`src/ahb_pkg.sv`:
```
package ahb_pkg;

    // Bus and memory widths
    typedef logic [31:0] haddr_t;
    typedef logic [31:0] hdata_t;
    typedef logic [ 1:0] htrans_t;
    typedef logic [ 2:0] hsize_t;
    typedef logic [ 8:0] tcm_addr_t;
    typedef logic [ 3:0] byte_en_t;

    // Transfer types, only the two used by a single non-burst master
    localparam htrans_t HTRANS_IDLE   = 2'b00;
    localparam htrans_t HTRANS_NONSEQ = 2'b10;

    localparam hsize_t HSIZE_BYTE = 3'b000;
    localparam hsize_t HSIZE_HALF = 3'b001;
    localparam hsize_t HSIZE_WORD = 3'b010;

    localparam logic HRESP_OKAY  = 1'b0;
    localparam logic HRESP_ERROR = 1'b1;

    // Memory map, every region is 2 KB
    localparam haddr_t REGION_MASK = 32'hFFFF_F800;
    localparam haddr_t ITCM_BASE   = 32'h0000_0000;
    localparam haddr_t DTCM_BASE   = 32'h2000_0000;
    localparam haddr_t TIMER_BASE  = 32'h4000_0000;

    // Timer register offsets
    localparam logic [7:0] TMR_LOAD   = 8'h00;
    localparam logic [7:0] TMR_VALUE  = 8'h04;
    localparam logic [7:0] TMR_CTRL   = 8'h08;
    localparam logic [7:0] TMR_INTCLR = 8'h0C;

    // Control register bits
    localparam int TMR_CTRL_EN = 0;
    localparam int TMR_CTRL_IE = 1;

endpackage : ahb_pkg

```
`src/ahb_timer.sv`:
```
module ahb_timer (
    input  logic             clk      ,
    input  logic             arst_n   ,
    input  logic             hsel     ,
    input  logic             hready   ,
    input  ahb_pkg::htrans_t htrans   ,
    input  logic             hwrite   ,
    input  ahb_pkg::haddr_t  haddr    ,
    input  ahb_pkg::hdata_t  hwdata   ,
    output logic             hreadyout,
    output logic             hresp    ,
    output ahb_pkg::hdata_t  hrdata   ,
    output logic             irq
);

    import ahb_pkg::*;

    logic       dphase_q;
    logic       write_q;
    logic [7:0] offset_q;
    hdata_t     load_q;
    hdata_t     value_q;
    logic [1:0] ctrl_q;
    logic       flag_q;
    logic       wr_en;

    always_ff @(posedge clk or negedge arst_n) begin
        if (!arst_n) begin
            dphase_q <= 1'b0;
        end else if (hready) begin
            dphase_q <= hsel && (htrans == HTRANS_NONSEQ);
        end
    end

    always_ff @(posedge clk) begin
        if (hready && hsel) begin
            write_q  <= hwrite;
            offset_q <= haddr[7:0];
        end
    end

    assign wr_en = dphase_q && write_q && hready;

    always_ff @(posedge clk or negedge arst_n) begin
        if (!arst_n) begin
            load_q  <= '0;
            value_q <= '0;
            ctrl_q  <= '0;
            flag_q  <= 1'b0;
        end else begin
            if (wr_en && (offset_q == TMR_CTRL)) begin
                ctrl_q <= hwdata[1:0];
            end
            // A load write restarts the count
            if (wr_en && (offset_q == TMR_LOAD)) begin
                load_q  <= hwdata;
                value_q <= hwdata;
            end else if (ctrl_q[TMR_CTRL_EN]) begin
                if (value_q == '0) begin
                    value_q <= load_q;
                    flag_q  <= 1'b1;
                end else begin
                    value_q <= value_q - 1'b1;
                end
            end
            // Clear wins over a reload in the same cycle
            if (wr_en && (offset_q == TMR_INTCLR)) begin
                flag_q <= 1'b0;
            end
        end
    end

    always_comb begin
        hrdata = '0;
        if (dphase_q && !write_q) begin
            case (offset_q)
                TMR_LOAD:   hrdata = load_q;
                TMR_VALUE:  hrdata = value_q;
                TMR_CTRL:   hrdata = hdata_t'(ctrl_q);
                TMR_INTCLR: hrdata = hdata_t'(flag_q);
                default:    ;
            endcase
        end
    end

    assign hreadyout = 1'b1;
    assign hresp     = HRESP_OKAY;
    assign irq       = flag_q && ctrl_q[TMR_CTRL_IE];

    // Timer data phases complete without wait states
    assert property (@(posedge clk) disable iff (!arst_n) dphase_q |-> hready);

endmodule : ahb_timer

```
`config.mk`:
```
export PLATFORM = sky130hd
export DESIGN_NAME = ahb_timer
export DESIGN_NICKNAME = d
export VERILOG_FILES = /design/src/ahb_pkg.sv /design/src/ahb_timer.sv
export SDC_FILE = /design/constraint.sdc
export NUM_CORES = 1
export LEC_CHECK = 0
export ABC_AREA = 0
export BUFFER_PORTS_ARGS = -buffer_cell sky130_fd_sc_hd__buf_2
export CAP_MARGIN = 25
export CORE_MARGIN = 2
export CORE_UTILIZATION = 40
export DETAILED_ROUTE_END_ITERATION = 16
export GPL_ROUTABILITY_DRIVEN = 0
export GPL_TIMING_DRIVEN = 1
export PLACE_DENSITY = 0.65
export SETUP_SLACK_MARGIN = 0.15
export SLEW_MARGIN = 20
export SYNTH_ARGS = -nofsm -noshare
export SYNTH_HDL_FRONTEND = slang
export SYNTH_SLANG_ARGS = --single-unit
```
`constraint.sdc`:
```
create_clock -name clk -period 3 [get_ports clk]
set_input_delay 0.75 -clock clk [delete_from_list [all_inputs] [get_ports clk]]
set_output_delay 0.75 -clock clk [all_outputs]
set_load 0.01 [all_outputs]
```
==> impl_metrics.yaml, run 1 <==
detailed_routing:
  wl_per_cell_microns: 16.69
  vias: 4218
  wirelength_microns: 12570
  drc: 0
  drt_iter0_drc: 289
  viasPerCell: 5.602
  ant_nets: 0
  dr.pass1.iters: 5
clocking:
  clk_latency_ns: 0.37
  cts.clk_slew.worst_paths_ns: 0.09
  tritoncts: "built"
  cts.sinks: 77
  clock-root-buffer: "clkbuf_8"
  cts_inserted_buffers: 9
  htree_levels: 3
  ctsHoldBuffers: 0
  cts_buffer_depth: 2
finish:
  stdcell_count: 753
  final_common_cell: "nand2_1"
  area_delta_synth_final_pct: 19.75
  drive_gt1_share_pct: 22.51
  nNetsFinal: 681
  mostFrequentLayoutCells: "nand2_1 (115), buf_2 (79), dfrtp_1 (68), nor2_1 (65), a22oi_1 (36)"
  fin_area_sq_um: 5386
  antennaDiodeCount: 0
grt:
  grt_pass1_vias: 4125
  grt_pass1_wl_microns: 20490
  grt_overflow: 0
  grt_usage_pct: 21.78
  antenna_found_initial: 0
  grt_max_degree: 45
hold_path:
  hold_path.class: "in2async"
synth:
  ys_ff_latch: 77
  avgSynthCellArea_sq_um: 8.423
  ys_seq_area_share_pct: 43.84
  synth_flop_cell: "dfrtp_1"
  yosys_warnings: 0
  yosys.area.top_type_share_pct: 37.83
  syn_nets: 607
  synth_top_cell_by_area: "dfrtp_1"
  async_reset_ff_share_pct: 88.31
  synth_edf_count: 9
  ys_types: 60
  synthTopCellsByArea: "dfrtp_1 (38%), nand2_1 (9.7%), a22oi_1 (6.0%), edfxtp_1 (6.0%), nor2_1 (5.5%)"
  syn_inst: 534
  syn_area_sq_um: 4498
worst_setup_path:
  cp-end-kind: "output port"
  cp.arrival_ns: 2.06
  crit_path_max_fanout: 16
  start_kind: "flop"
  critPathKind: "reg2out"
  cp.required_ns: 2.25
sta:
  worst-slew-pin-transition_ns: 0.6725
  slew_violations: 0
  setup_viol: 0
  fin_skew_ns: 0.01135
  period_needed_ns: 2.812
  post-route-period-util_pct: 93.74
  rsz0062_at_grt: "true"
  tns_ns: 0
  fmax_mhz: 355.6
  hold_viol_final: 0
  slew_headroom_pct: 55.00
outcome:
  status: "completed"
die:
  rows: 38
  die_height_microns: 110.0
  boundaryPins: 106
  core_area_sq_um: 10890
  initial_core_util_pct: 41.31
  die_w_microns: 110.0
  dieArea_sq_um: 12110
placed_design:
  port_buffers: 79
  dpl.cell_count: 736
  hpwl_microns: 8733
  placedInstanceArea_sq_um: 5100
power:
  p_per_area_nw_per_um2: 426.5
  finalPower_mw: 2.297
  power.leakage_nw: 2.427
  max-vdd-ir-drop_mv: 0.2417
run:
  max_cap_viol_count: 0
## flip-flops by register name (all words and copies together), names as in the netlist
name      cells
value_q      32
offset_q      8
flag_q        1
ctrl_q        2
load_q       32
write_q       1
dphase_q      1
## path summary, 6_finish.rpt
check / end / slack [ns] / cells after the start / startpoint
worst max-delay path: hrdata[22] / 0.19 / 7 / offset_q[4]$_DFFE_PP_
worst min-delay path: load_q[18]$_DFFE_PN0P_ / 0.32 / 1 / arst_n
worst max register to register: value_q[14]$_DFFE_PN0P_ / 0.48 / 7 / value_q[23]$_DFFE_PN0P_
worst min register to register: load_q[31]$_DFFE_PN0P_ / 0.51 / 2 / load_q[31]$_DFFE_PN0P_
max in group asynchronous: value_q[5]$_DFFE_PN0P_ / 2.03 / 2 / arst_n
min in group clk: load_q[31]$_DFFE_PN0P_ / 0.51 / 2 / load_q[31]$_DFFE_PN0P_
## cells in the mapped netlist (3+ instances only)
| master | n |
|---|---|
| dfrtp_1 | 68 |
| buf_4 | 3 |
| mux2i_1 | 3 |
| a21oi_1 | 7 |
| buf_2 | 4 |
| edfxtp_1 | 9 |
| nor2_1 | 66 |
| a21boi_0 | 4 |
| nand3_1 | 8 |
| o211ai_1 | 6 |
| nand2b_1 | 3 |
| o311ai_1 | 4 |
| nor4_1 | 8 |
| clkbuf_1 | 28 |
| nand2_1 | 116 |
| and2_1 | 8 |
| inv_1 | 7 |
| o21ai_1 | 13 |
| buf_1 | 4 |
| a211oi_1 | 7 |
| a22oi_1 | 36 |
| xnor2_1 | 15 |
| nor3_1 | 18 |
| xor2_1 | 6 |
| nand4_1 | 5 |
| nand4b_1 | 5 |
| o21ai_0 | 16 |
| or3_1 | 4 |
| nor4_2 | 3 |
| a31oi_1 | 11 |
| or4_1 | 4 |
## metal layers
| metal | vias to the layer above | routed length (microns) | track usage [%] |
|---|---|---|---|
| met4 | 0 | 200 | 5.877 |
| met2 | 159 | 5961 | 35.63 |
| met3 | 23 | 789 | 4.468 |
| met5 | - | 0 | 0 |
| met1 | 2008 | 5615 | 29.37 |
| li1 | 2028 | - | - |
## stage by stage
stage / hold WS (ns) / utilization, % / setup WS, ns
2_1_floorplan: 0.4544 / - / 0.5150
3_3_place_gp: 0.4794 / 46.84 / 0.2598
3_5_place_dp: 0.4895 / 46.84 / 0.2155
4_1_cts: 0.3169 / 49.30 / 0.1500
5_1_grt: 0.3296 / 49.47 / 0.08986
6_report: 0.3158 / 49.47 / 0.1877
## kinds of logic (layout without fill, tap and decap cells)
group                    after synthesis  after routing  share of synthesized area [%]
AND/OR/NAND/NOR                      265            265                          28.12
AO/OA/AOI/OAI                        114            114                          17.11
flip-flops                            77             77                          43.84
buffers and inverters                 47            126                          4.451
XOR/XNOR                              21             21                          4.089
multiplexers                           6              6                          1.669
adder cells (fa/ha/maj)                2              2                         0.5562
other                                  2              2                         0.1670
## power by group
part,internal (mW),switching (mW),total (mW)
Clock,0.471,0.428,0.899
Combinational,0.128,0.129,0.257
Sequential,1.09,0.0507,1.14
## area by class of cell
class	instances	area [sq um]
Fill cell	1065	5502
Clock buffer	9	123.9
Multi-Input combinational cell	410	2377
Sequential cell	77	1972
Timing Repair Buffer	103	614.3
Clock inverter	7	97.59
Tap cell	140	175.2
Inverter	7	26.28
## timing repair
item	4_1_cts	5_1_grt
endpoints found under the setup margin	32	32
setup buffers	1	0
pin swaps	1	0
gates resized for setup	8	5
## critical path: stages (launching register included)
cell and delay, ns:
edfxtp_1 0.41, nor4_4 0.31, nand2_2 0.13, nor3_2 0.24
buf_6 0.24, a22oi_1 0.10, nor2_1 0.10, buf_2 0.14
(Power assumes the default switching activity.)
==> run 2: changes to the inputs <==
- CORE_MARGIN: 2 -> 3
==> run 2 against run 1 <==
Power rose by 19%. Critical path depth did not move. Core utilization rose by 2.1 points. Sequential cell count did not move. Final cell count fell by 0.13%. Setup slack got worse by 0.050 ns. First-iteration DRC count rose by 41%. Sequential share of layout area fell by 1.7 points. Clock skew fell by 0.0056 ns. Cell area rose by 4.7%. Non-clock buffer count fell by 1. Sequential power barely moved.
==> impl_metrics.yaml, run 2 (synthesis gave the netlist of run 1 again) <==
worst_setup_path:
  crit_buf_inv: 3
  critPathSlowestCell: "or3_4"
  crit_family: "simple AND/OR/NAND/NOR gates"
  cp.arrival_ns: 2.11
  cp.required_ns: 2.25
  path_cells: "nor4_2, buf_4, nand2_4, or3_4, buf_12, nor2b_2, buf_2"
  cp-end-kind: "output port"
  critPathKind: "reg2out"
  start_kind: "flop"
  cp_slowest_stage_delay_ns: 0.42
  crit_path_max_fanout: 11
  r2r_setup_slack_ns: 0.41
clocking:
  clock-root-buffer: "clkbuf_16"
  cts_setup_buffers: 0
  clk_latency_ns: 0.35
  tritoncts: "built"
  cts_buffer_depth: 2
  cts_inserted_buffers: 9
  cts.clk_slew.worst_paths_ns: 0.06
  htree_levels: 3
  cts.sinks: 77
sta:
  hold_viol_final: 0
  slew_violations: 0
  fin_skew_ns: 0.005770
  worst-slew-pin-transition_ns: 0.6688
  rsz0062_at_grt: "true"
  slew_headroom_pct: 55.42
  period_needed_ns: 2.862
  tns_ns: 0
  setup_viol: 0
  post-route-period-util_pct: 95.41
  fmax_mhz: 349.4
detailed_routing:
  wl_per_cell_microns: 17.60
  dr.pass1.iters: 5
  ant_nets: 0
  vias: 4349
  wirelength_microns: 13240
  drc: 0
  drt_iter0_drc: 408
  viasPerCell: 5.783
power:
  p_seq_share_pct: 41.8
  power.leakage_nw: 2.525
  p_per_area_nw_per_um2: 483.7
  clockPowerShare_pct: 49.2
  combPwrFrac_pct: 9.0
  p_int_mw: 2.107
  p_sw_uw: 622.0
  max-vdd-ir-drop_mv: 0.2427
  switching_share_pct: 22.79
finish:
  final_common_cell: "nand2_1"
  area_delta_synth_final_pct: 25.42
  nNetsFinal: 680
  stdcell_count: 752
  fin_area_sq_um: 5642
  mostFrequentLayoutCells: "nand2_1 (115), buf_2 (74), dfrtp_1 (68), nor2_1 (57), a22oi_1 (36)"
  reg_top3: "load_q: 32 flops, value_q: 32 flops, offset_q: 8 flops"
  antennaDiodeCount: 0
  drive_gt1_share_pct: 23.53
grt:
  grt_max_degree: 45
  grt_pass1_wl_microns: 21680
  grt_overflow: 0
  grt_usage_pct: 21.40
  antenna_found_initial: 0
  grt_pass1_vias: 4325
outcome:
  status: "completed"
die:
  die_height_microns: 112.0
  core_area_sq_um: 10940
  die_w_microns: 112.0
  boundaryPins: 106
  dieArea_sq_um: 12550
  initial_core_util_pct: 41.13
  rows: 38
run:
  max_cap_viol_count: 0
placed_design:
  placedInstanceArea_sq_um: 5110
  hpwl_microns: 8600
  dpl.cell_count: 734
  port_buffers: 79
hold_path:
  hold_path.class: "in2async"
==> run 2: routing by layer <==
metal  routed length (microns)  share of wire (%)  vias up  global-route usage, %
li1                          -                  -     2039                      -
met1                      5956                 45     2155                  29.56
met4                       251                1.9        0                  7.292
met3                       768                5.8       24                  5.606
met2                      6260                 47      131                  32.89
met5                         0                  0        -                      0
==> run 2: worst reg2reg max path: stages (launching register included) <==
cell      delay, ns
dfrtp_1        0.46
or4_4          0.59
nand2b_4       0.18
or4_1          0.65
buf_4          0.24
nor3_1         0.15
a31oi_1        0.07
o211a_1        0.15
==> run 2: final cells by class <==
cell class	instances	area, sq um
Fill cell	1047	5294
Timing Repair Buffer	102	696.9
Clock buffer	12	236.5
Multi-Input combinational cell	410	2415
Tap cell	140	175.2
Sequential cell	77	1972
Clock inverter	4	120.1
Inverter	7	26.28
==> run 2: metrics by stage <==
step | power, mW | util, % | setup slack (ns) | hold slack [ns]
6_report | 2.729 | 51.59 | 0.1376 | 0.4318
5_1_grt | 2.831 | 51.59 | 0.05120 | 0.4844
4_1_cts | 2.738 | 50.24 | 0.1422 | 0.4551
3_5_place_dp | 1.401 | 46.73 | 0.4235 | 0.4912
3_3_place_gp | 1.393 | 46.73 | 0.4527 | 0.4837
2_1_floorplan | 1.301 | - | 0.5150 | 0.4544
==> run 2: path summary, 6_finish.rpt <==
path / startpoint / end / depth (start not counted)
max: offset_q[1]$_DFFE_PP_ / hrdata[0] / 7
min: arst_n / load_q[13]$_DFFE_PN0P_ / 1
max reg2reg: value_q[23]$_DFFE_PN0P_ / value_q[11]$_DFFE_PN0P_ / 7
min reg2reg: load_q[10]$_DFFE_PN0P_ / load_q[10]$_DFFE_PN0P_ / 2
max in group asynchronous: arst_n / load_q[17]$_DFFE_PN0P_ / 2
min in group clk: load_q[10]$_DFFE_PN0P_ / load_q[10]$_DFFE_PN0P_ / 2
==> run 2: power groups by stage <==
stage               logic (mW)  clock network [mW]  registers, mW
detailed placement       0.243                   0           1.16
CTS                      0.245                1.35           1.14
global placement         0.237                   0           1.16
floorplan                0.161                   0           1.14
global route             0.274                1.41           1.15
finish                   0.245                1.34           1.14
==> run 2: repair_timing <==
| action | in CTS | in global routing |
|---|---|---|
| setup endpoints to repair | 23 | 32 |
| resized for setup | 7 | 23 |
| cloned | 0 | 2 |
| hold buffers | 0 | 0 |
| pin swaps | 0 | 2 |
| endpoints found under the hold margin | 0 | 0 |
