### src/ahb_pkg.sv
package ahb_pkg;

    // Bus and memory widths
    typedef logic [31:0] haddr_t;
    typedef logic [31:0] hdata_t;
    typedef logic [ 1:0] htrans_t;
    typedef logic [ 2:0] hsize_t;
    typedef logic [ 8:0] tcm_addr_t;
    typedef logic [ 3:0] byte_en_t;

    // Transfer types, only the two used by a single non-burst master
    localparam htrans_t HTRANS_IDLE   = 2'b00;
    localparam htrans_t HTRANS_NONSEQ = 2'b10;

    localparam hsize_t HSIZE_BYTE = 3'b000;
    localparam hsize_t HSIZE_HALF = 3'b001;
    localparam hsize_t HSIZE_WORD = 3'b010;

    localparam logic HRESP_OKAY  = 1'b0;
    localparam logic HRESP_ERROR = 1'b1;

    // Memory map, every region is 2 KB
    localparam haddr_t REGION_MASK = 32'hFFFF_F800;
    localparam haddr_t ITCM_BASE   = 32'h0000_0000;
    localparam haddr_t DTCM_BASE   = 32'h2000_0000;
    localparam haddr_t TIMER_BASE  = 32'h4000_0000;

    // Timer register offsets
    localparam logic [7:0] TMR_LOAD   = 8'h00;
    localparam logic [7:0] TMR_VALUE  = 8'h04;
    localparam logic [7:0] TMR_CTRL   = 8'h08;
    localparam logic [7:0] TMR_INTCLR = 8'h0C;

    // Control register bits
    localparam int TMR_CTRL_EN = 0;
    localparam int TMR_CTRL_IE = 1;

endpackage : ahb_pkg

### src/ahb_addr_decoder.sv
module ahb_addr_decoder (
    input  logic             clk          ,
    input  logic             arst_n       ,
    input  ahb_pkg::haddr_t  haddr        ,
    input  ahb_pkg::htrans_t htrans       ,
    input  logic             hready       ,
    output logic             hsel_itcm    ,
    output logic             hsel_dtcm    ,
    output logic             hsel_timer   ,
    input  ahb_pkg::hdata_t  itcm_rdata   ,
    input  logic             itcm_readyout,
    input  logic             itcm_resp    ,
    input  ahb_pkg::hdata_t  dtcm_rdata   ,
    input  logic             dtcm_readyout,
    input  logic             dtcm_resp    ,
    input  ahb_pkg::hdata_t  timer_rdata  ,
    input  logic             timer_readyout,
    input  logic             timer_resp   ,
    output ahb_pkg::hdata_t  hrdata       ,
    output logic             hready_out   ,
    output logic             hresp
);

    import ahb_pkg::*;

    typedef enum logic [1:0] {
        DS_IDLE,
        DS_ERR1,
        DS_ERR2
    } ds_state_t;

    ds_state_t  ds_q;
    ds_state_t  ds_d;
    logic       accept;
    logic       unmapped;
    // One-hot data-phase owner {timer, dtcm, itcm}
    logic [2:0] sel_q;

    assign hsel_itcm  = (haddr & REGION_MASK) == ITCM_BASE;
    assign hsel_dtcm  = (haddr & REGION_MASK) == DTCM_BASE;
    assign hsel_timer = (haddr & REGION_MASK) == TIMER_BASE;

    assign accept   = hready && (htrans == HTRANS_NONSEQ);
    assign unmapped = accept && !(hsel_itcm || hsel_dtcm || hsel_timer);

    always_ff @(posedge clk or negedge arst_n) begin
        if (!arst_n) begin
            sel_q <= '0;
        end else if (hready) begin
            sel_q <= {3{accept}} & {hsel_timer, hsel_dtcm, hsel_itcm};
        end
    end

    // Default slave
    always_comb begin
        ds_d = ds_q;
        case (ds_q)
            DS_IDLE: begin
                if (unmapped) begin
                    ds_d = DS_ERR1;
                end
            end
            DS_ERR1: ds_d = DS_ERR2;
            DS_ERR2: ds_d = unmapped ? DS_ERR1 : DS_IDLE;
            default: ds_d = DS_IDLE;
        endcase
    end

    always_ff @(posedge clk or negedge arst_n) begin
        if (!arst_n) begin
            ds_q <= DS_IDLE;
        end else begin
            ds_q <= ds_d;
        end
    end

    // Response mux
    always_comb begin
        hrdata     = '0;
        hready_out = 1'b1;
        hresp      = HRESP_OKAY;
        if (ds_q != DS_IDLE) begin
            hready_out = (ds_q == DS_ERR2);
            hresp      = HRESP_ERROR;
        end else begin
            case (sel_q)
                3'b001: begin
                    hrdata     = itcm_rdata;
                    hready_out = itcm_readyout;
                    hresp      = itcm_resp;
                end
                3'b010: begin
                    hrdata     = dtcm_rdata;
                    hready_out = dtcm_readyout;
                    hresp      = dtcm_resp;
                end
                3'b100: begin
                    hrdata     = timer_rdata;
                    hready_out = timer_readyout;
                    hresp      = timer_resp;
                end
                default: ;
            endcase
        end
    end

    // At most one slave owns the data phase
    assert property (@(posedge clk) disable iff (!arst_n)
        $onehot0({sel_q, ds_q != DS_IDLE}));

endmodule : ahb_addr_decoder

### config.mk
export PLATFORM = sky130hd
export DESIGN_NAME = ahb_addr_decoder
export DESIGN_NICKNAME = d
export VERILOG_FILES = /design/src/ahb_pkg.sv /design/src/ahb_addr_decoder.sv
export SDC_FILE = /design/constraint.sdc
export NUM_CORES = 1
export LEC_CHECK = 0
export BUFFER_PORTS_ARGS = -buffer_cell sky130_fd_sc_hd__buf_2
export CORE_MARGIN = 10
export CORE_UTILIZATION = 35
export CTS_BUF_LIST = sky130_fd_sc_hd__clkbuf_4
export DETAILED_ROUTE_END_ITERATION = 10
export GPL_ROUTABILITY_DRIVEN = 0
export PLACE_DENSITY = 0.83
export SLEW_MARGIN = 20
export SYNTH_ARGS = -nofsm -noshare
export SYNTH_HDL_FRONTEND = slang
export SYNTH_SLANG_ARGS = --single-unit
### constraint.sdc
create_clock -name clk -period 1.9 [get_ports clk]
set_input_delay 0.38 -clock clk [delete_from_list [all_inputs] [get_ports clk]]
set_output_delay 0.38 -clock clk [all_outputs]
set_load 0.05 [all_outputs]
==> flow_summary.yaml, run 1 <==
sta:
  fin_worst_skew_ps: 5.19
  setup_viol: 34
  fin_crit_ps: 2120
  hold_ws_ps: 383
  rsz0062_at_grt: "true"
  finalHoldViolations: 0
  period_share: 1.12
  setup_ws_ps: -219
  slew_violations: 0
  worst_pin_slew_ps: 391
  fmax_mhz: 472
  relSlewSlack: 0.737
setup_path:
  path_class: "reg2out"
  crit_fanout: 5
  cp.arrival_ps: 1740
  endpoint: "hrdata[20]"
  worstPathRequired_ps: 1520
  worst_r2r_endpoint: "sel_q[1]"
  start_kind: "register"
  rrSetupSlack_ps: 930
  r2r_cells: 3
  worst_setup_path_end_kind: "primary output"
  startpoint: "sel_q[2]"
  r2r-start: "sel_q[1]"
floorplanning:
  io_pins: 176
  die_area_um2: 7570
  core_area_um2: 4350
  die_w_um: 87.0
  rows: 24
  die_h_um: 87.0
  initial_utilization: 0.361
cells_and_area:
  area_growth_pct: 126
  final_nets: 546
  fillers: 288
  register_area_um2: 128
  drive_gt1_frac: 0.680
  diodes: 0
  layout_common_cells: "127 x buf_2, 64 x and3b_1, 30 x a21oi_4, 29 x buf_6"
  fin_cells: 458
  final_area_um2: 3560
  multi_input_area_um2: 1810
  final_common_cell: "buf_2"
routing:
  drt-pass1-iter-count: 4
  ant_nets: 0
  wl_per_cell_um: 18.8
  num_vias: 2449
  drcViolationCount: 0
  drt_wl_total_mm: 8.59
  drtIter0Drc: 54
  vias_per_cell: 5.35
clock_network:
  cts_buffers: 3
  path_clk_slew_ps: 50
  clock_path_buffers: 2
  cts-root-buf: "clkbuf_4"
  htreeDepth: 1
  clkLatencyLatePin_ps: 240
  clock_sinks: 5
  cts_tree: "built"
synth:
  synthMuxAreaShare: 0
  synthAdderAreaFrac: 0
  synth_area_per_cell_um2: 6.80
  ys_async_sr_fraction: 1.00
  yosys_warnings: 0
  syn_inst: 231
  synth-edff-count: 0
  ys_ff_latch: 5
  yosysUniqueCellTypes: 30
  synth_compound_area_frac: 0.273
  synth_xor_area_frac: 0.00558
  seq_area_frac_synth: 0.0797
  synthFlopType: "dfrtp_1"
  synth_simple_gate_area_share: 0.544
  synthesis.area_um2: 1570
  synth_top_family_by_area: "simple AND/OR/NAND/NOR gates"
  synth_nets: 370
placement:
  port_buffers: 164
  dp_hpwl_mm: 6.07
  dp.cells: 441
  place_ws_ps: -84.1
  placed_area_um2: 2880
global_routing:
  grt_usage: 0.194
  grt_start_max_net_pins: 36
  grt-ovfl-total: 0
  grt_antenna_before_repair: 0
  grt_pass1_wl_mm: 12.2
  first_global_vias: 2603
worst_hold_path:
  holdCritPathClass: "in2reg"
power_and_ir_drop:
  ir_worst_vdd_mv: 0.296
  power_density_nw_per_um2: 122
  p_leak_nw: 1.71
outcome:
  outcome: "finished with violations"
  violations: "negative setup slack"
job:
  max-cap-violations: 0
==> cells in the mapped netlist (2+ instances only) <==
| cell type | instances | area (µm²) |
|---|---|---|
| o211ai_1 | 2 | 15.0 |
| buf_6 | 5 | 56.3 |
| and3b_1 | 64 | 561 |
| dfrtp_1 | 5 | 125 |
| o21ai_0 | 28 | 140 |
| nor2_1 | 5 | 18.8 |
| inv_1 | 6 | 22.5 |
| o21ai_1 | 5 | 25.0 |
| nor4_2 | 2 | 25.0 |
| nand4_1 | 3 | 18.8 |
| a21oi_2 | 9 | 78.8 |
| clkbuf_1 | 14 | 52.6 |
| nor3b_1 | 2 | 15.0 |
| nor2b_1 | 4 | 25.0 |
| buf_2 | 3 | 15.0 |
| nand2_1 | 34 | 128 |
| nor4_1 | 3 | 18.8 |
| a21oi_1 | 23 | 115 |
| o22ai_1 | 3 | 18.8 |
==> worst max-delay path: stages (launching register included) <==
cell and delay (ps):
dfrtp_2 430, buf_6 130, nor3b_4 220, buf_6 180, buf_8 130, nand2_1 90, a21oi_4 150, buf_8 160
==> worst min-delay path by stage <==
| stage | slack [ps] | from | endpoint | cells after the start |
|---|---|---|---|---|
| after CTS | 360 | hready | sel_q[0] | 2 |
| after global placement | 200 | arst_n | ds_q[0] | 1 |
| after global routing | 380 | hready | sel_q[0] | 2 |
| after floorplan | 80 | arst_n | ds_q[0] | 0 |
| final | 380 | hready | sel_q[0] | 2 |
| after detailed placement | 200 | arst_n | ds_q[0] | 1 |
==> layout make-up <==
type | instances | share of cell area
timing repair buffer | 194 | 0.421
inverter | 6 | 0.00633
tap | 52 | 0.0183
sequential | 5 | 0.0359
multi-input combinational | 197 | 0.510
clock buffer | 4 | 0.00844
==> power breakdown <==
| group | switching [mW] | total [mW] | leakage (nW) | internal (mW) |
|---|---|---|---|---|
| Combinational | 0.0752 | 0.186 | 1.62 | 0.111 |
| Sequential | 0.00179 | 0.110 | 0.0657 | 0.109 |
| Clock | 0.0443 | 0.138 | 0.0184 | 0.0937 |
==> stage by stage <==
step	util	TNS (ps)	power (mW)
2_1_floorplan	-	-559	0.137
3_3_place_gp	0.661	-290	0.267
3_5_place_dp	0.661	-1420	0.273
4_1_cts	0.763	-6270	0.423
5_1_grt	0.817	-8340	0.459
6_report	0.817	-6050	0.434
==> layer usage <==
metal | up-vias | part of all wire | GRT usage
met5 | - | 0 | 0
met4 | 0 | 0.023 | 0.0427
met3 | 16 | 0.092 | 0.0655
li1 | 1190 | - | -
met2 | 118 | 0.53 | 0.370
met1 | 1125 | 0.36 | 0.195
==> timing repair <==
item,4_1_cts,5_1_grt
resized for setup,104,41
setup buffers,7,0
endpoints found under the hold margin,5,0
cloned,1,4
pin swaps,4,20
hold buffers,1,0
endpoints found under the setup margin,37,37
==> sequential cells by signal, summed over array words and instances, names as in the netlist <==
| register | flops |
|---|---|
| sel_q | 3 |
| ds_q | 2 |
==> logic make-up after synthesis <==
kind of cell | after synthesis
xor gates and xnor gates | 1
DFF | 5
buffers and inverters | 29
and+or+nand+nor | 122
AOI/OAI and AO/OA | 74
Power figures use the tool's default switching activity.
==> run 2, diff against run 1 <==
Settings changed: BUFFER_PORTS_ARGS -buffer_cell sky130_fd_sc_hd__buf_2 to unset, CORE_UTILIZATION 35 to 64, DONT_BUFFER_PORTS set to 1, PLACE_DENSITY 0.83 to 0.8.
==> flow_summary.yaml, run 2 <==
synth:
  yosys_warnings: 0
  synthFlopType: "dfrtp_1"
  syn_inst: 231
  seq_area_frac_synth: 0.0797
  yosysUniqueCellTypes: 30
  synth.area.top_cells: "and3b_1 36%, o21ai_0 8.9%, nand2_1 8.1%"
  ys_top_cells_by_count: "64 x and3b_1, 34 x nand2_1, 28 x o21ai_0"
  synthesis.area_um2: 1570
  ys_ff_latch: 5
  synth_area_leader_cell: "and3b_1"
  synth_nets: 370
  synth_area_per_cell_um2: 6.80
  netlist.area_leader.share: 0.357
  synth-edff-count: 0
  yosys.cell_count.top_type: "and3b_1"
  ys_async_sr_fraction: 1.00
floorplanning:
  die_h_um: 69.5
  rows: 17
  io_pins: 176
  die_w_um: 69.5
  initial_utilization: 0.690
outcome:
  lastStage: "3_5_place_dp"
  outcome: "aborted with a tool error"
  error_line: "[ERROR DPL-0038] Utilization greater than 100%, impossible to legalize"
placement:
  port_buffers: 0
-- run 2: cell families after synthesis --
family                    Yosys count  share of synthesized area
and+or+nand+nor                   122                      0.544
AOI/OAI and AO/OA                  74                      0.273
buffers and inverters              29                     0.0980
DFF                                 5                     0.0797
xor gates and xnor gates            1                    0.00558
-- run 2: metrics by stage --
stage	cell area [µm²]	worst slack, ps
2_1_floorplan	1950	-195
3_3_place_gp	2760	23.9
==> run 3, diff against run 2 <==
Settings changed: CORE_UTILIZATION 64 to 40, CTS_BUF_LIST sky130_fd_sc_hd__clkbuf_4 to unset, PLACE_DENSITY 0.8 to unset, PLACE_DENSITY_LB_ADDON set to 0.15.
==> flow_summary.yaml, run 3 (synthesis gave the netlist of run 1 again) <==
sta:
  setup_viol: 34
  setup_ws_ps: -274
  slew_violations: 0
  finalHoldViolations: 0
  rsz0062_at_grt: "true"
  hold_ws_ps: 250
  fin_worst_skew_ps: 0.0131
  period_share: 1.14
  worst_pin_slew_ps: 429
  fmax_mhz: 460
  fin_crit_ps: 2170
  relSlewSlack: 0.711
power_and_ir_drop:
  p_leak_nw: 1.24
  power_density_nw_per_um2: 111
  report.power.total_uw: 360
  ir_worst_vdd_mv: 0.283
placement:
  place_ws_ps: -50.4
  dp_hpwl_mm: 6.07
  port_buffers: 0
  placed_area_um2: 2880
clock_network:
  clock_sinks: 5
  cts_tree: "built"
  htreeDepth: 1
  clkLatencyLatePin_ps: 220
  clock_path_buffers: 2
  cts_buffers: 3
  path_clk_slew_ps: 40
  cts-root-buf: "clkbuf_8"
floorplanning:
  die_area_um2: 6830
  initial_utilization: 0.423
  io_pins: 176
  core_area_um2: 3720
  die_w_um: 82.7
  rows: 22
  die_h_um: 82.7
worst_hold_path:
  holdCritPathClass: "in2reg"
  min_delay_path_depth: 1
  worstHoldEndpoint: "sel_q[0]"
  hp-start: "hready"
setup_path:
  worst_setup_path_end_kind: "primary output"
  worst_r2r_endpoint: "sel_q[1]"
  rrSetupSlack_ps: 880
  slowest_stage: "dfrtp_2"
  r2r-start: "sel_q[1]"
  crit_buf_inv: 2
  crit_chain: "clkbuf_16 > and3b_1 > o21ai_0 > a21oi_4 > buf_12"
  worstPathRequired_ps: 1520
  path_delay_family: "flip-flops"
  path_class: "reg2out"
  r2r_cells: 3
  crit_fanout: 16
  start_kind: "register"
  slowest_delay_ps: 520
  path_depth: 5
  cp.arrival_ps: 1790
cells_and_area:
  largest_reg_flops: 3
  final_area_um2: 3250
  reg.largest.list: "sel_q (3), ds_q (2)"
  area_growth_pct: 107
  fillers: 171
  final_common_cell: "and3b_1"
  layout_common_cells: "64 x and3b_1, 47 x buf_12, 32 x a21oi_4, 25 x o21ai_1, 20 x nand2_1"
  regMostFlops: "sel_q"
  final_nets: 422
  drive_gt1_frac: 0.465
global_routing:
  first_global_vias: 2123
  grt_antenna_before_repair: 1
  grt_usage: 0.204
  grt_pass1_wl_mm: 10.8
  grt_start_max_net_pins: 36
  grt-ovfl-total: 0
routing:
  drt-pass1-iter-count: 4
  vias_per_cell: 6.09
  wl_per_cell_um: 24.9
  drcViolationCount: 0
  drtIter0Drc: 61
  drt_wl_total_mm: 8.27
  num_vias: 2023
  ant_nets: 0
outcome:
  outcome: "finished with violations"
  violations: "negative setup slack"
job:
  max-cap-violations: 0
==> run 3: final cells by class <==
cell class	count	area (µm²)	area share
antenna	2	5.00	0.00154
clock buffer	4	45.0	0.0139
inverter	6	22.5	0.00693
multi-input combinational	197	1730	0.533
sequential	5	128	0.0393
tap	48	60.1	0.0185
timing repair buffer	70	1260	0.387
==> run 3: stage by stage <==
stage | util | instances | TNS, ps
4_1_cts | 0.828 | 325 | -7050
3_3_place_gp | 0.776 | 314 | 0
6_report | 0.874 | 332 | -6890
5_1_grt | 0.873 | 331 | -8520
3_5_place_dp | 0.776 | 314 | -62.8
2_1_floorplan | - | 231 | -559
==> run 3: report_power, final <==
group / leakage, nW / total [mW] / internal, mW / switching (mW)
combinational: 1.15 / 0.0454 / 0.0216 / 0.0238
clock: 0.0228 / 0.204 / 0.145 / 0.0595
sequential: 0.0657 / 0.111 / 0.109 / 0.00176
total: 1.24 / 0.360 / 0.275 / 0.0851
==> run 3: metal layers <==
layer,vias to the layer above,global-route usage,share of wire
li1,947,-,-
met5,-,0,0
met4,0,0.0669,0.016
met2,120,0.404,0.54
met1,944,0.180,0.33
met3,12,0.0821,0.11
==> run 3: worst max path at each step <==
stage / to / start / slack (ps)
3_3_place_gp: hrdata[1] / sel_q[2] / 30
6_report: hrdata[16] / sel_q[1] / -270
3_5_place_dp: hrdata[24] / sel_q[2] / -50
4_1_cts: hready_out / sel_q[2] / -240
2_1_floorplan: hready_out / sel_q[2] / -200
5_1_grt: hrdata[16] / sel_q[1] / -340
==> run 3: timing repair <==
item,in CTS,in global routing
hold buffers,1,0
endpoints found under the setup margin,34,34
cloned,2,4
resized for setup,21,32
setup buffers,4,1
pin swaps,7,16
hold endpoints to repair,5,0
