### src/ahb_pkg.sv
package ahb_pkg;

    // Bus and memory widths
    typedef logic [31:0] haddr_t;
    typedef logic [31:0] hdata_t;
    typedef logic [ 1:0] htrans_t;
    typedef logic [ 2:0] hsize_t;
    typedef logic [ 8:0] tcm_addr_t;
    typedef logic [ 3:0] byte_en_t;

    // Transfer types, only the two used by a single non-burst master
    localparam htrans_t HTRANS_IDLE   = 2'b00;
    localparam htrans_t HTRANS_NONSEQ = 2'b10;

    localparam hsize_t HSIZE_BYTE = 3'b000;
    localparam hsize_t HSIZE_HALF = 3'b001;
    localparam hsize_t HSIZE_WORD = 3'b010;

    localparam logic HRESP_OKAY  = 1'b0;
    localparam logic HRESP_ERROR = 1'b1;

    // Memory map, every region is 2 KB
    localparam haddr_t REGION_MASK = 32'hFFFF_F800;
    localparam haddr_t ITCM_BASE   = 32'h0000_0000;
    localparam haddr_t DTCM_BASE   = 32'h2000_0000;
    localparam haddr_t TIMER_BASE  = 32'h4000_0000;

    // Timer register offsets
    localparam logic [7:0] TMR_LOAD   = 8'h00;
    localparam logic [7:0] TMR_VALUE  = 8'h04;
    localparam logic [7:0] TMR_CTRL   = 8'h08;
    localparam logic [7:0] TMR_INTCLR = 8'h0C;

    // Control register bits
    localparam int TMR_CTRL_EN = 0;
    localparam int TMR_CTRL_IE = 1;

endpackage : ahb_pkg

### src/ahb_sram_bridge.sv
module ahb_sram_bridge (
    input  logic               clk      ,
    input  logic               arst_n   ,
    input  logic               hsel     ,
    input  logic               hready   ,
    input  ahb_pkg::htrans_t   htrans   ,
    input  logic               hwrite   ,
    input  ahb_pkg::hsize_t    hsize    ,
    input  ahb_pkg::haddr_t    haddr    ,
    input  ahb_pkg::hdata_t    hwdata   ,
    output logic               hreadyout,
    output logic               hresp    ,
    output ahb_pkg::hdata_t    hrdata   ,
    output logic               ram_cs   ,
    output logic               ram_we   ,
    output ahb_pkg::tcm_addr_t ram_addr ,
    output ahb_pkg::hdata_t    ram_wdata,
    output ahb_pkg::byte_en_t  ram_be   ,
    input  ahb_pkg::hdata_t    ram_rdata
);

    import ahb_pkg::*;

    typedef enum logic [1:0] {
        BR_IDLE,
        BR_WRITE,
        BR_RD_WAIT,
        BR_RD_DATA
    } br_state_t;

    br_state_t  state_q;
    br_state_t  state_d;
    logic       accept;
    tcm_addr_t  word_q;
    logic [1:0] lane_q;
    hsize_t     size_q;
    byte_en_t   lanes;

    assign accept = hsel && hready && (htrans == HTRANS_NONSEQ);

    // Direction is carried by the state itself
    always_comb begin
        state_d = state_q;
        case (state_q)
            BR_RD_WAIT: state_d = BR_RD_DATA;
            default: begin
                if (accept) begin
                    state_d = hwrite ? BR_WRITE : BR_RD_WAIT;
                end else begin
                    state_d = BR_IDLE;
                end
            end
        endcase
    end

    always_ff @(posedge clk or negedge arst_n) begin
        if (!arst_n) begin
            state_q <= BR_IDLE;
        end else begin
            state_q <= state_d;
        end
    end

    always_ff @(posedge clk) begin
        if (accept) begin
            word_q <= haddr[10:2];
            lane_q <= haddr[1:0];
            size_q <= hsize;
        end
    end

    always_comb begin
        case (size_q)
            HSIZE_BYTE: lanes = byte_en_t'(4'b0001 << lane_q);
            HSIZE_HALF: lanes = lane_q[1] ? 4'b1100 : 4'b0011;
            HSIZE_WORD: lanes = 4'b1111;
            default:    lanes = 4'b0000;
        endcase
    end

    // RAM is strobed only in data phases
    assign ram_cs    = (state_q == BR_WRITE) || (state_q == BR_RD_WAIT);
    assign ram_we    = (state_q == BR_WRITE);
    assign ram_addr  = word_q;
    assign ram_wdata = hwdata;
    assign ram_be    = lanes;

    assign hreadyout = (state_q != BR_RD_WAIT);
    assign hresp     = HRESP_OKAY;
    assign hrdata    = (state_q == BR_RD_DATA) ? ram_rdata : '0;

    // The read wait state stalls the whole bus
    assert property (@(posedge clk) disable iff (!arst_n) !hreadyout |-> !hready);

endmodule : ahb_sram_bridge

### config.mk
export PLATFORM = sky130hd
export DESIGN_NAME = ahb_sram_bridge
export DESIGN_NICKNAME = d
export VERILOG_FILES = /design/src/ahb_pkg.sv /design/src/ahb_sram_bridge.sv
export SDC_FILE = /design/constraint.sdc
export NUM_CORES = 1
export LEC_CHECK = 0
export BUFFER_PORTS_ARGS = -buffer_cell sky130_fd_sc_hd__buf_2
export CAP_MARGIN = 20
export CORE_AREA = 2 2 73 75
export CTS_BUF_LIST = sky130_fd_sc_hd__clkbuf_4
export DETAILED_ROUTE_END_ITERATION = 7
export DIE_AREA = 0 0 75 77
export PLACE_DENSITY = 0.76
export SLEW_MARGIN = 0
export SYNTH_ARGS = -nofsm -noshare
export SYNTH_HDL_FRONTEND = slang
export SYNTH_SLANG_ARGS = --single-unit
### constraint.sdc
create_clock -name clk -period 1.4 [get_ports clk]
set_input_delay 0.07 -clock clk [delete_from_list [all_inputs] [get_ports clk]]
set_output_delay 0.07 -clock clk [all_outputs]
set_load 0.02 [all_outputs]
==> impl_metrics.ini, run 1 <==
[yosys]
ys_warn_count = 0
netlist_top_cells_area = edfxtp_1 39%, buf_4 23%, and2_1 19%, dfrtp_1 4.6%, ha_1 3.5%
synth_top_family_by_area = buffers and inverters
yosys.cell_types.count = 15
syn_area_um2 = 1080
synth_compound_area_share_pct = 3.48
synth_area_leader_cell = edfxtp_1
syn_inst = 109
synth-xor-area-share_pct = 0
seq_area_frac_synth_pct = 43.7
synth_top_area_share_pct = 39.0
synth.area.mux_share_pct = 0
postSynthAreaPerCell_um2 = 9.88
synthSimpleGateAreaFrac_pct = 22.5
synth-seq-cells = 16
synth_adder_area_share_pct = 3.48
syn-num-nets = 218

[cts]
cts_buffers = 3
cts.sinks = 16
clk_pin_slew_worst_paths_ns = 0.09
cts_tree = yes
clock_latency_ns = 0.28
clk_path_buf_depth = 2
cts-root-buf = clkbuf_4
cts_max_level = 1

[route]
vias_per_cell = 3.91
routed_wl_um = 3260
ant_nets = 0
drtPass1Iterations = 2
avgRoutedWirePerCell_um = 12.1
via_count = 1055
first_iter_violations = 10
drc_errors = 0

[global_routing]
grt_max_degree = 17
antenna_found_initial = 0
grt_pass1_wl_um = 4490
gr-total-overflow = 0
grtUsageTotal_pct = 10.0
grt_pass1_vias = 1058

[timing]
finalMaxSlewViolations = 0
period_share_pct = 99.5
setup_viol = 0
rsz0062_at_grt = true
period_needed_ns = 1.39
finClkSkew_ns = 0.000115
fmax_mhz = 718
finalHoldViolations = 0
finalSetupTns_ns = 0

[cells_and_area]
multi_input_area_um2 = 414
nFillCells = 505
diodes = 0
layoutNonFillerInstCount = 270
register_area_um2 = 470
drive_gt1_share_pct = 72.5
area_growth_pct = 83.0
layout.nets = 310

[power]
leakage_uw = 0.000982
power.density_nw_per_um2 = 771
ir_worst_vdd_mv = 0.630
p_total_uw = 1520

[floorplanning]
chipWidth_um = 75
row_count = 26
core_um2 = 4980
die_area_um2 = 5780
die_h_um = 77
boundaryPins = 187
start_util_pct = 21.6

[worst_setup_path]
cp_data_arrival_time_ns = 1.32
start_kind = flop
crit_type = reg -> out
critPathRequiredTime_ns = 1.33
reg2regPathDepth = 5
end_kind = output port
reg2reg_to = state_q[1]
crit_fanout = 8
worstReg2RegStart = state_q[0]
rrSetupSlack_ns = 0.43

[run_status]
run_status = finished clean

[placed_design]
port_buffers = 100
gp_congestion = 0.654
place_hpwl_um = 2160
dp.cells = 244

[flow_run]
maxCapViolCount = 0

[hold_path]
hp-class = in -> async
[metal layers]
metal | up-vias | wire length [um] | track usage [%]
met5 | - | 0 | 0
met4 | 0 | 40 | 3.75
met3 | 8 | 334 | 2.89
met2 | 83 | 1770 | 19.9
met1 | 474 | 1110 | 8.85
li1 | 490 | - | -
[where the power goes]
part | internal (uW) | switching, uW
clock network | 103 | 136
registers | 552 | 25.2
logic | 381 | 323
total | 1040 | 485
[worst max-delay path, stage by stage, from the launching register on]
cell and delay, ns:
dfrtp_1 0.42, ha_4 0.20, buf_6 0.14, and2_4 0.16, buf_6 0.12
[layout make-up]
class | instances | area share, %
multi-input combinational | 51 | 21.0
tap | 70 | 4.44
clock inverter | 1 | 0.190
inverter | 6 | 1.14
clock buffer | 3 | 1.14
timing repair buffer | 123 | 48.2
sequential | 16 | 23.9
[how the worst max path moves through the flow]
| stage | startpoint | endpoint | depth (start not counted) |
|---|---|---|---|
| after global routing | state_q[1] | hrdata[20] | 4 |
| final | state_q[1] | hrdata[8] | 4 |
| after global placement | state_q[0] | hrdata[7] | 4 |
| after detailed placement | state_q[0] | hrdata[15] | 4 |
| after floorplan | state_q[0] | hrdata[10] | 3 |
| after CTS | state_q[1] | hrdata[19] | 4 |
[cell families after synthesis]
group                      Yosys count
AOI/OAI and AO/OA                    7
adders and majority gates            3
buffers and inverters               42
DFF                                 16
other                                1
and+or+nand+nor                     40
[metrics by stage]
stage | area [um2] | hold WS, ns | setup WS (ns) | utilization (%)
2_1_floorplan | 1080 | -0.226 | 0.358 | -
3_3_place_gp | 1410 | -0.145 | 0.230 | 28.3
3_5_place_dp | 1410 | -0.142 | 0.201 | 28.3
4_1_cts | 1800 | 0.0926 | -0.0252 | 36.2
5_1_grt | 1970 | 0.102 | -0.0586 | 39.6
6_report | 1970 | 0.0920 | 0.00707 | 39.6
[state kept, by name, indices dropped and copies added (netlist names)]
| signal | flops |
|---|---|
| ram_addr | 9 |
| size_q | 3 |
| lane_q | 2 |
| state_q | 2 |
[cell usage after synthesis, drive strengths merged]
master / n
edfxtp: 14
dfrtp: 2
nand2b: 2
clkbuf: 3
nand2: 3
and2: 32
buf: 33
a21oi: 4
nor2: 2
a21o: 1
and4b: 1
o21ai: 2
inv: 6
ha: 3
conb: 1
[repair_timing]
action	in CTS	in global routing
hold endpoints to repair	17	0
pin swaps	3	19
gates cloned	2	1
resized for setup	59	48
buffers inserted	2	1
hold buffers	16	0
setup endpoints to repair	32	37
[cell usage in the layout (no fill, tap or decap)]
cell / instances
and4b_2: 1
and2_4: 32
buf_8: 1
a21oi_1: 4
a21o_1: 1
dlygate4sd3_1: 16
nand2_1: 3
buf_2: 66
nor2_1: 2
edfxtp_1: 14
clkinv_1: 1
dfrtp_1: 2
nand2b_1: 2
clkbuf_4: 3
inv_1: 5
o21ai_0: 2
clkbuf_16: 1
buf_6: 34
inv_2: 1
ha_4: 1
buf_4: 5
ha_1: 2
conb_1: 1
No activity file was read; power rests on OpenSTA's default activity.
==> run 2: changes to the inputs <==
--- a/config.mk
+++ b/config.mk
@@ -7,11 +7,11 @@
 export LEC_CHECK = 0
 export BUFFER_PORTS_ARGS = -buffer_cell sky130_fd_sc_hd__buf_2
 export CAP_MARGIN = 20
-export CORE_AREA = 2 2 73 75
+export CORE_MARGIN = 10
+export CORE_UTILIZATION = 30
 export CTS_BUF_LIST = sky130_fd_sc_hd__clkbuf_4
 export DETAILED_ROUTE_END_ITERATION = 7
-export DIE_AREA = 0 0 75 77
-export PLACE_DENSITY = 0.76
+export PLACE_DENSITY = 0.95
 export SLEW_MARGIN = 0
 export SYNTH_ARGS = -nofsm -noshare
 export SYNTH_HDL_FRONTEND = slang
==> impl_metrics.ini, run 2 (synthesis results as in run 1) <==
[run_status]
run_status = finished clean

[cells_and_area]
drive_gt1_share_pct = 56.0
largest_reg_flops = 9
nFillCells = 318
diodes = 0
final_common_cell = buf_2
area_growth_pct = 54.8
layout.nets = 303
final_cell_mix = 67 x buf_2, 31 x and2_1, 31 x buf_4, 16 x dlygate4sd3_1, 14 x edfxtp_1

[route]
drc_errors = 0
ant_nets = 0
vias_per_cell = 4.17
drtPass1Iterations = 4
first_iter_violations = 5
routed_wl_um = 4020
avgRoutedWirePerCell_um = 16.8
via_count = 996

[global_routing]
use_met3_pct = 10.0
grt_max_degree = 33
grt_pass1_vias = 1034
top_usage_layer = met2
antenna_found_initial = 0
use_met1_pct = 8.16
met2_usage_pct = 20.4
grt_pass1_wl_um = 5620
gr-total-overflow = 0
grtUsageTotal_pct = 11.3

[worst_setup_path]
path_cells = ha_4 > and2_1 > buf_4
critPathBufInv = 1
rrSetupSlack_ns = 0.46
cp_data_arrival_time_ns = 1.32
slowest_stage = dfrtp_1
max_stage_delay_ns = 0.43
cp_top_family = flip-flops
crit_fanout = 32
start_kind = flop
critPathRequiredTime_ns = 1.33
crit_type = reg -> out
end_kind = output port

[floorplanning]
core_um2 = 3420
die_h_um = 79.9
row_count = 21
die_area_um2 = 6390
chipWidth_um = 79.9
start_util_pct = 31.5
boundaryPins = 187

[timing]
fmax_mhz = 718
rsz0062_at_grt = true
setup_viol = 0
period_needed_ns = 1.39
finalHoldViolations = 0
finClkSkew_ns = 0.0000729
period_share_pct = 99.5
hold_slack_ns = 0.104
finalMaxSlewViolations = 0
finalWorstSetupSlack_ns = 0.00764

[cts]
clk_pin_slew_worst_paths_ns = 0.08
clk_path_buf_depth = 2
post_cts_buffers = 0
cts.sinks = 16
cts_tree = yes
clock_latency_ns = 0.27
cts_buffers = 3
cts_max_level = 1
cts-root-buf = clkbuf_4

[flow_run]
maxCapViolCount = 0

[power]
ir_worst_vdd_mv = 0.646
leakage_uw = 0.000873
clkPwrFrac_pct = 18.6
seqPwrFrac_pct = 41.4
power.density_nw_per_um2 = 845
comb_power_share_pct = 40.0
p_int_uw = 947
p_switching_uw = 462
swShare_pct = 32.8

[placed_design]
pre_cts_slack_ns = -0.0654
gp_congestion = 0.717
port_buffers = 100
place_hpwl_um = 3140

[hold_path]
hp-class = in -> async
-- run 2: changes by cell type in the layout (fill, tap and decap cells not counted) --
cell | before | now
and2_4 | 32 | 1
buf_6 | 34 | 2
and2_1 | 0 | 31
clkinv_1 | 1 | 0
buf_4 | 5 | 31
buf_2 | 66 | 67
clkbuf_4 | 3 | 4
clkbuf_16 | 1 | 0
buf_8 | 1 | 0
-- run 2: through the flow --
stage	util (%)	power, uW	std cells	TNS (ns)	area, um2
4_1_cts	46.6	1350	239	0	1590
3_5_place_dp	40.2	1030	219	-1.75	1370
2_1_floorplan	-	976	109	0	1080
6_report	48.8	1410	239	0	1670
3_3_place_gp	40.2	1020	219	0	1370
5_1_grt	48.8	1490	239	-1.93	1670
-- run 2: power by group through the flow --
stage          sequential (uW)  combinational, uW  clock [uW]
2_1_floorplan              590                385           0
3_3_place_gp               581                437           0
3_5_place_dp               584                451           0
4_1_cts                    582                500         267
5_1_grt                    588                613         285
6_report                   583                563         263
-- run 2: repair_timing --
item | in CTS | in global routing
pin swaps | 0 | 1
resized for setup | 9 | 30
hold buffers | 16 | 0
setup endpoints to repair | 32 | 33
hold endpoints to repair | 17 | 0
-- run 2: worst paths after layout --
path	from	end	cells past startpoint
worst max-delay path	state_q[0]	hrdata[15]	3
max in group asynchronous	arst_n	state_q[1]	2
worst min register to register	state_q[1]	state_q[0]	3
worst max register to register	state_q[0]	state_q[1]	4
worst min-delay path	arst_n	state_q[0]	2
min in group clk	hwdata[0]	ram_wdata[0]	0
-- run 2: metal layers --
| metal | vias up | part of all wire [%] |
|---|---|---|
| li1 | 477 | - |
| met1 | 430 | 28 |
| met2 | 83 | 52 |
| met3 | 6 | 19 |
| met4 | 0 | 1.5 |
| met5 | - | 0 |
-- run 2: final cells by class --
cell class / instances / area (um2) / share of cell area [%]
Sequential cell: 16 / 470 / 28.2
Timing Repair Buffer: 116 / 751 / 45.0
Inverter: 6 / 22.5 / 1.35
Clock buffer: 4 / 30.0 / 1.80
Multi-Input combinational cell: 51 / 337 / 20.2
Tap cell: 46 / 57.6 / 3.45
==> run 3: changes to the inputs <==
--- a/config.mk
+++ b/config.mk
@@ -8,10 +8,10 @@
 export BUFFER_PORTS_ARGS = -buffer_cell sky130_fd_sc_hd__buf_2
 export CAP_MARGIN = 20
 export CORE_MARGIN = 10
-export CORE_UTILIZATION = 30
+export CORE_UTILIZATION = 28
 export CTS_BUF_LIST = sky130_fd_sc_hd__clkbuf_4
 export DETAILED_ROUTE_END_ITERATION = 7
-export PLACE_DENSITY = 0.95
+export PLACE_DENSITY = 0.92
 export SLEW_MARGIN = 0
 export SYNTH_ARGS = -nofsm -noshare
 export SYNTH_HDL_FRONTEND = slang
==> constraint.sdc (replaced) <==
create_clock -name clk -period 1.35 [get_ports clk]
set_input_delay 0.0675 -clock clk [delete_from_list [all_inputs] [get_ports clk]]
set_output_delay 0.0675 -clock clk [all_outputs]
set_load 0.02 [all_outputs]
==> impl_metrics.ini, run 3 (synthesis results as in run 1) <==
[run_status]
run_status = finished with violations
violations = setup timing

[power]
seqPwrFrac_pct = 36.5
p_int_uw = 1110
power.density_nw_per_um2 = 829
swShare_pct = 32.8
p_switching_uw = 540
clkPwrFrac_pct = 15.7
comb_power_share_pct = 47.8
leakage_uw = 0.000990
ir_worst_vdd_mv = 0.861

[global_routing]
met2_usage_pct = 20.8
grtUsageTotal_pct = 11.6
grt_max_degree = 17
gr-total-overflow = 0
grt_pass1_vias = 1141
use_met1_pct = 10.3
use_met3_pct = 8.08
grt_pass1_wl_um = 6010
top_usage_layer = met2
antenna_found_initial = 0

[worst_setup_path]
crit_type = reg -> out
end_kind = output port
path_cells = ha_4 > clkbuf_16 > and2_4 > buf_6
crit_fanout = 8
cp_data_arrival_time_ns = 1.35
reg2regPathDepth = 5
max_stage_delay_ns = 0.42
slowest_stage = dfrtp_1
worstReg2RegStart = state_q[0]
critPathRequiredTime_ns = 1.28
reg2reg_to = state_q[1]
rrSetupSlack_ns = 0.35
start_kind = flop

[cells_and_area]
nFillCells = 302
largest_reg_flops = 9
register_area_um2 = 470
area_growth_pct = 84.3
final_cell_mix = 62 x buf_2, 36 x buf_6, 32 x and2_4, 16 x dlygate4sd3_1, 14 x edfxtp_1
multi_input_area_um2 = 433
final_common_cell = buf_2
layout.nets = 309
layoutNonFillerInstCount = 247
diodes = 0
drive_gt1_share_pct = 74.9

[route]
via_count = 1051
routed_wl_um = 4210
first_iter_violations = 27
vias_per_cell = 4.26
ant_nets = 0
drc_errors = 0
drtPass1Iterations = 4
avgRoutedWirePerCell_um = 17.1

[floorplanning]
core_um2 = 3690
boundaryPins = 187
die_area_um2 = 6730
die_h_um = 82.0
row_count = 22
chipWidth_um = 82.0
start_util_pct = 29.2

[timing]
fmax_mhz = 707
finalMaxSlewViolations = 0
period_needed_ns = 1.41
finClkSkew_ns = 0.0000159
setup_viol = 33
rsz0062_at_grt = true
finalWorstSetupSlack_ns = -0.0638
finalHoldViolations = 0
period_share_pct = 105

[cts]
cts.sinks = 16
cts_max_level = 1
clk_pin_slew_worst_paths_ns = 0.09
cts_buffers = 3
clk_path_buf_depth = 2
clock_latency_ns = 0.28
cts-root-buf = clkbuf_4
cts_tree = yes

[placed_design]
gp_congestion = 0.701
dp.cells = 222
pre_cts_slack_ns = -0.136
port_buffers = 100
place_hpwl_um = 2900

[hold_path]
hp-class = in -> async

[flow_run]
maxCapViolCount = 0
run 3: cell types whose count changed in the layout (fill, tap and decap cells not counted), sizes merged:
| cell | before | now |
|---|---|---|
| clkinv | 0 | 1 |
| buf | 100 | 105 |
run 3: layer usage:
layer | vias to the layer above | routed length, um
met5 | - | 0
met4 | 0 | 0
met3 | 0 | 745
met2 | 89 | 2140
met1 | 475 | 1330
li1 | 487 | -
run 3: power by group through the flow:
stage | sequential (uW) | clock (uW) | combinational, uW
finish | 600 | 259 | 787
global route | 603 | 287 | 841
CTS | 598 | 254 | 672
detailed placement | 604 | 0 | 487
global placement | 599 | 0 | 470
floorplan | 612 | 0 | 400
run 3: layout make-up:
| cell class | instances | share of cell area, % |
|---|---|---|
| Timing Repair Buffer | 122 | 49.0 |
| Clock inverter | 1 | 0.189 |
| Multi-Input combinational cell | 51 | 21.8 |
| Sequential cell | 16 | 23.7 |
| Clock buffer | 3 | 1.13 |
| Tap cell | 48 | 3.02 |
| Inverter | 6 | 1.13 |
run 3: worst max-delay path by stage:
| stage | startpoint | to |
|---|---|---|
| 6_report | state_q[1] | hrdata[26] |
| 5_1_grt | state_q[0] | ram_cs |
| 4_1_cts | state_q[1] | hrdata[2] |
| 3_5_place_dp | state_q[1] | hrdata[17] |
| 3_3_place_gp | state_q[1] | hrdata[17] |
| 2_1_floorplan | state_q[0] | hrdata[10] |
run 3: per-stage QoR:
stage               utilization, %  TNS, ns  area (um2)  hold slack (ns)  total power, uW
floorplan                        -        0        1080           -0.228             1010
global placement              37.5   -0.640        1380           -0.148             1070
detailed placement            37.5    -3.74        1380           -0.144             1090
CTS                           48.0    -1.30        1770           0.0851             1520
global route                  53.8    -3.05        1990           0.0884             1730
finish                        53.8    -1.56        1990           0.0851             1650
run 3: timing repair:
action,CTS,global route
cloned,0,1
setup endpoints to repair,33,38
hold endpoints to repair,17,0
hold buffers,16,0
resized for setup,54,62
pin swaps,2,9
setup buffers,3,1
run 3: worst max-delay path, delay by kind of cell, from the launching register on:
family,cells,cell delay (ns)
adder cells (fa/ha/maj),1,0.20
flip-flops,1,0.42
AND/OR/NAND/NOR,1,0.16
buffers and inverters,2,0.28
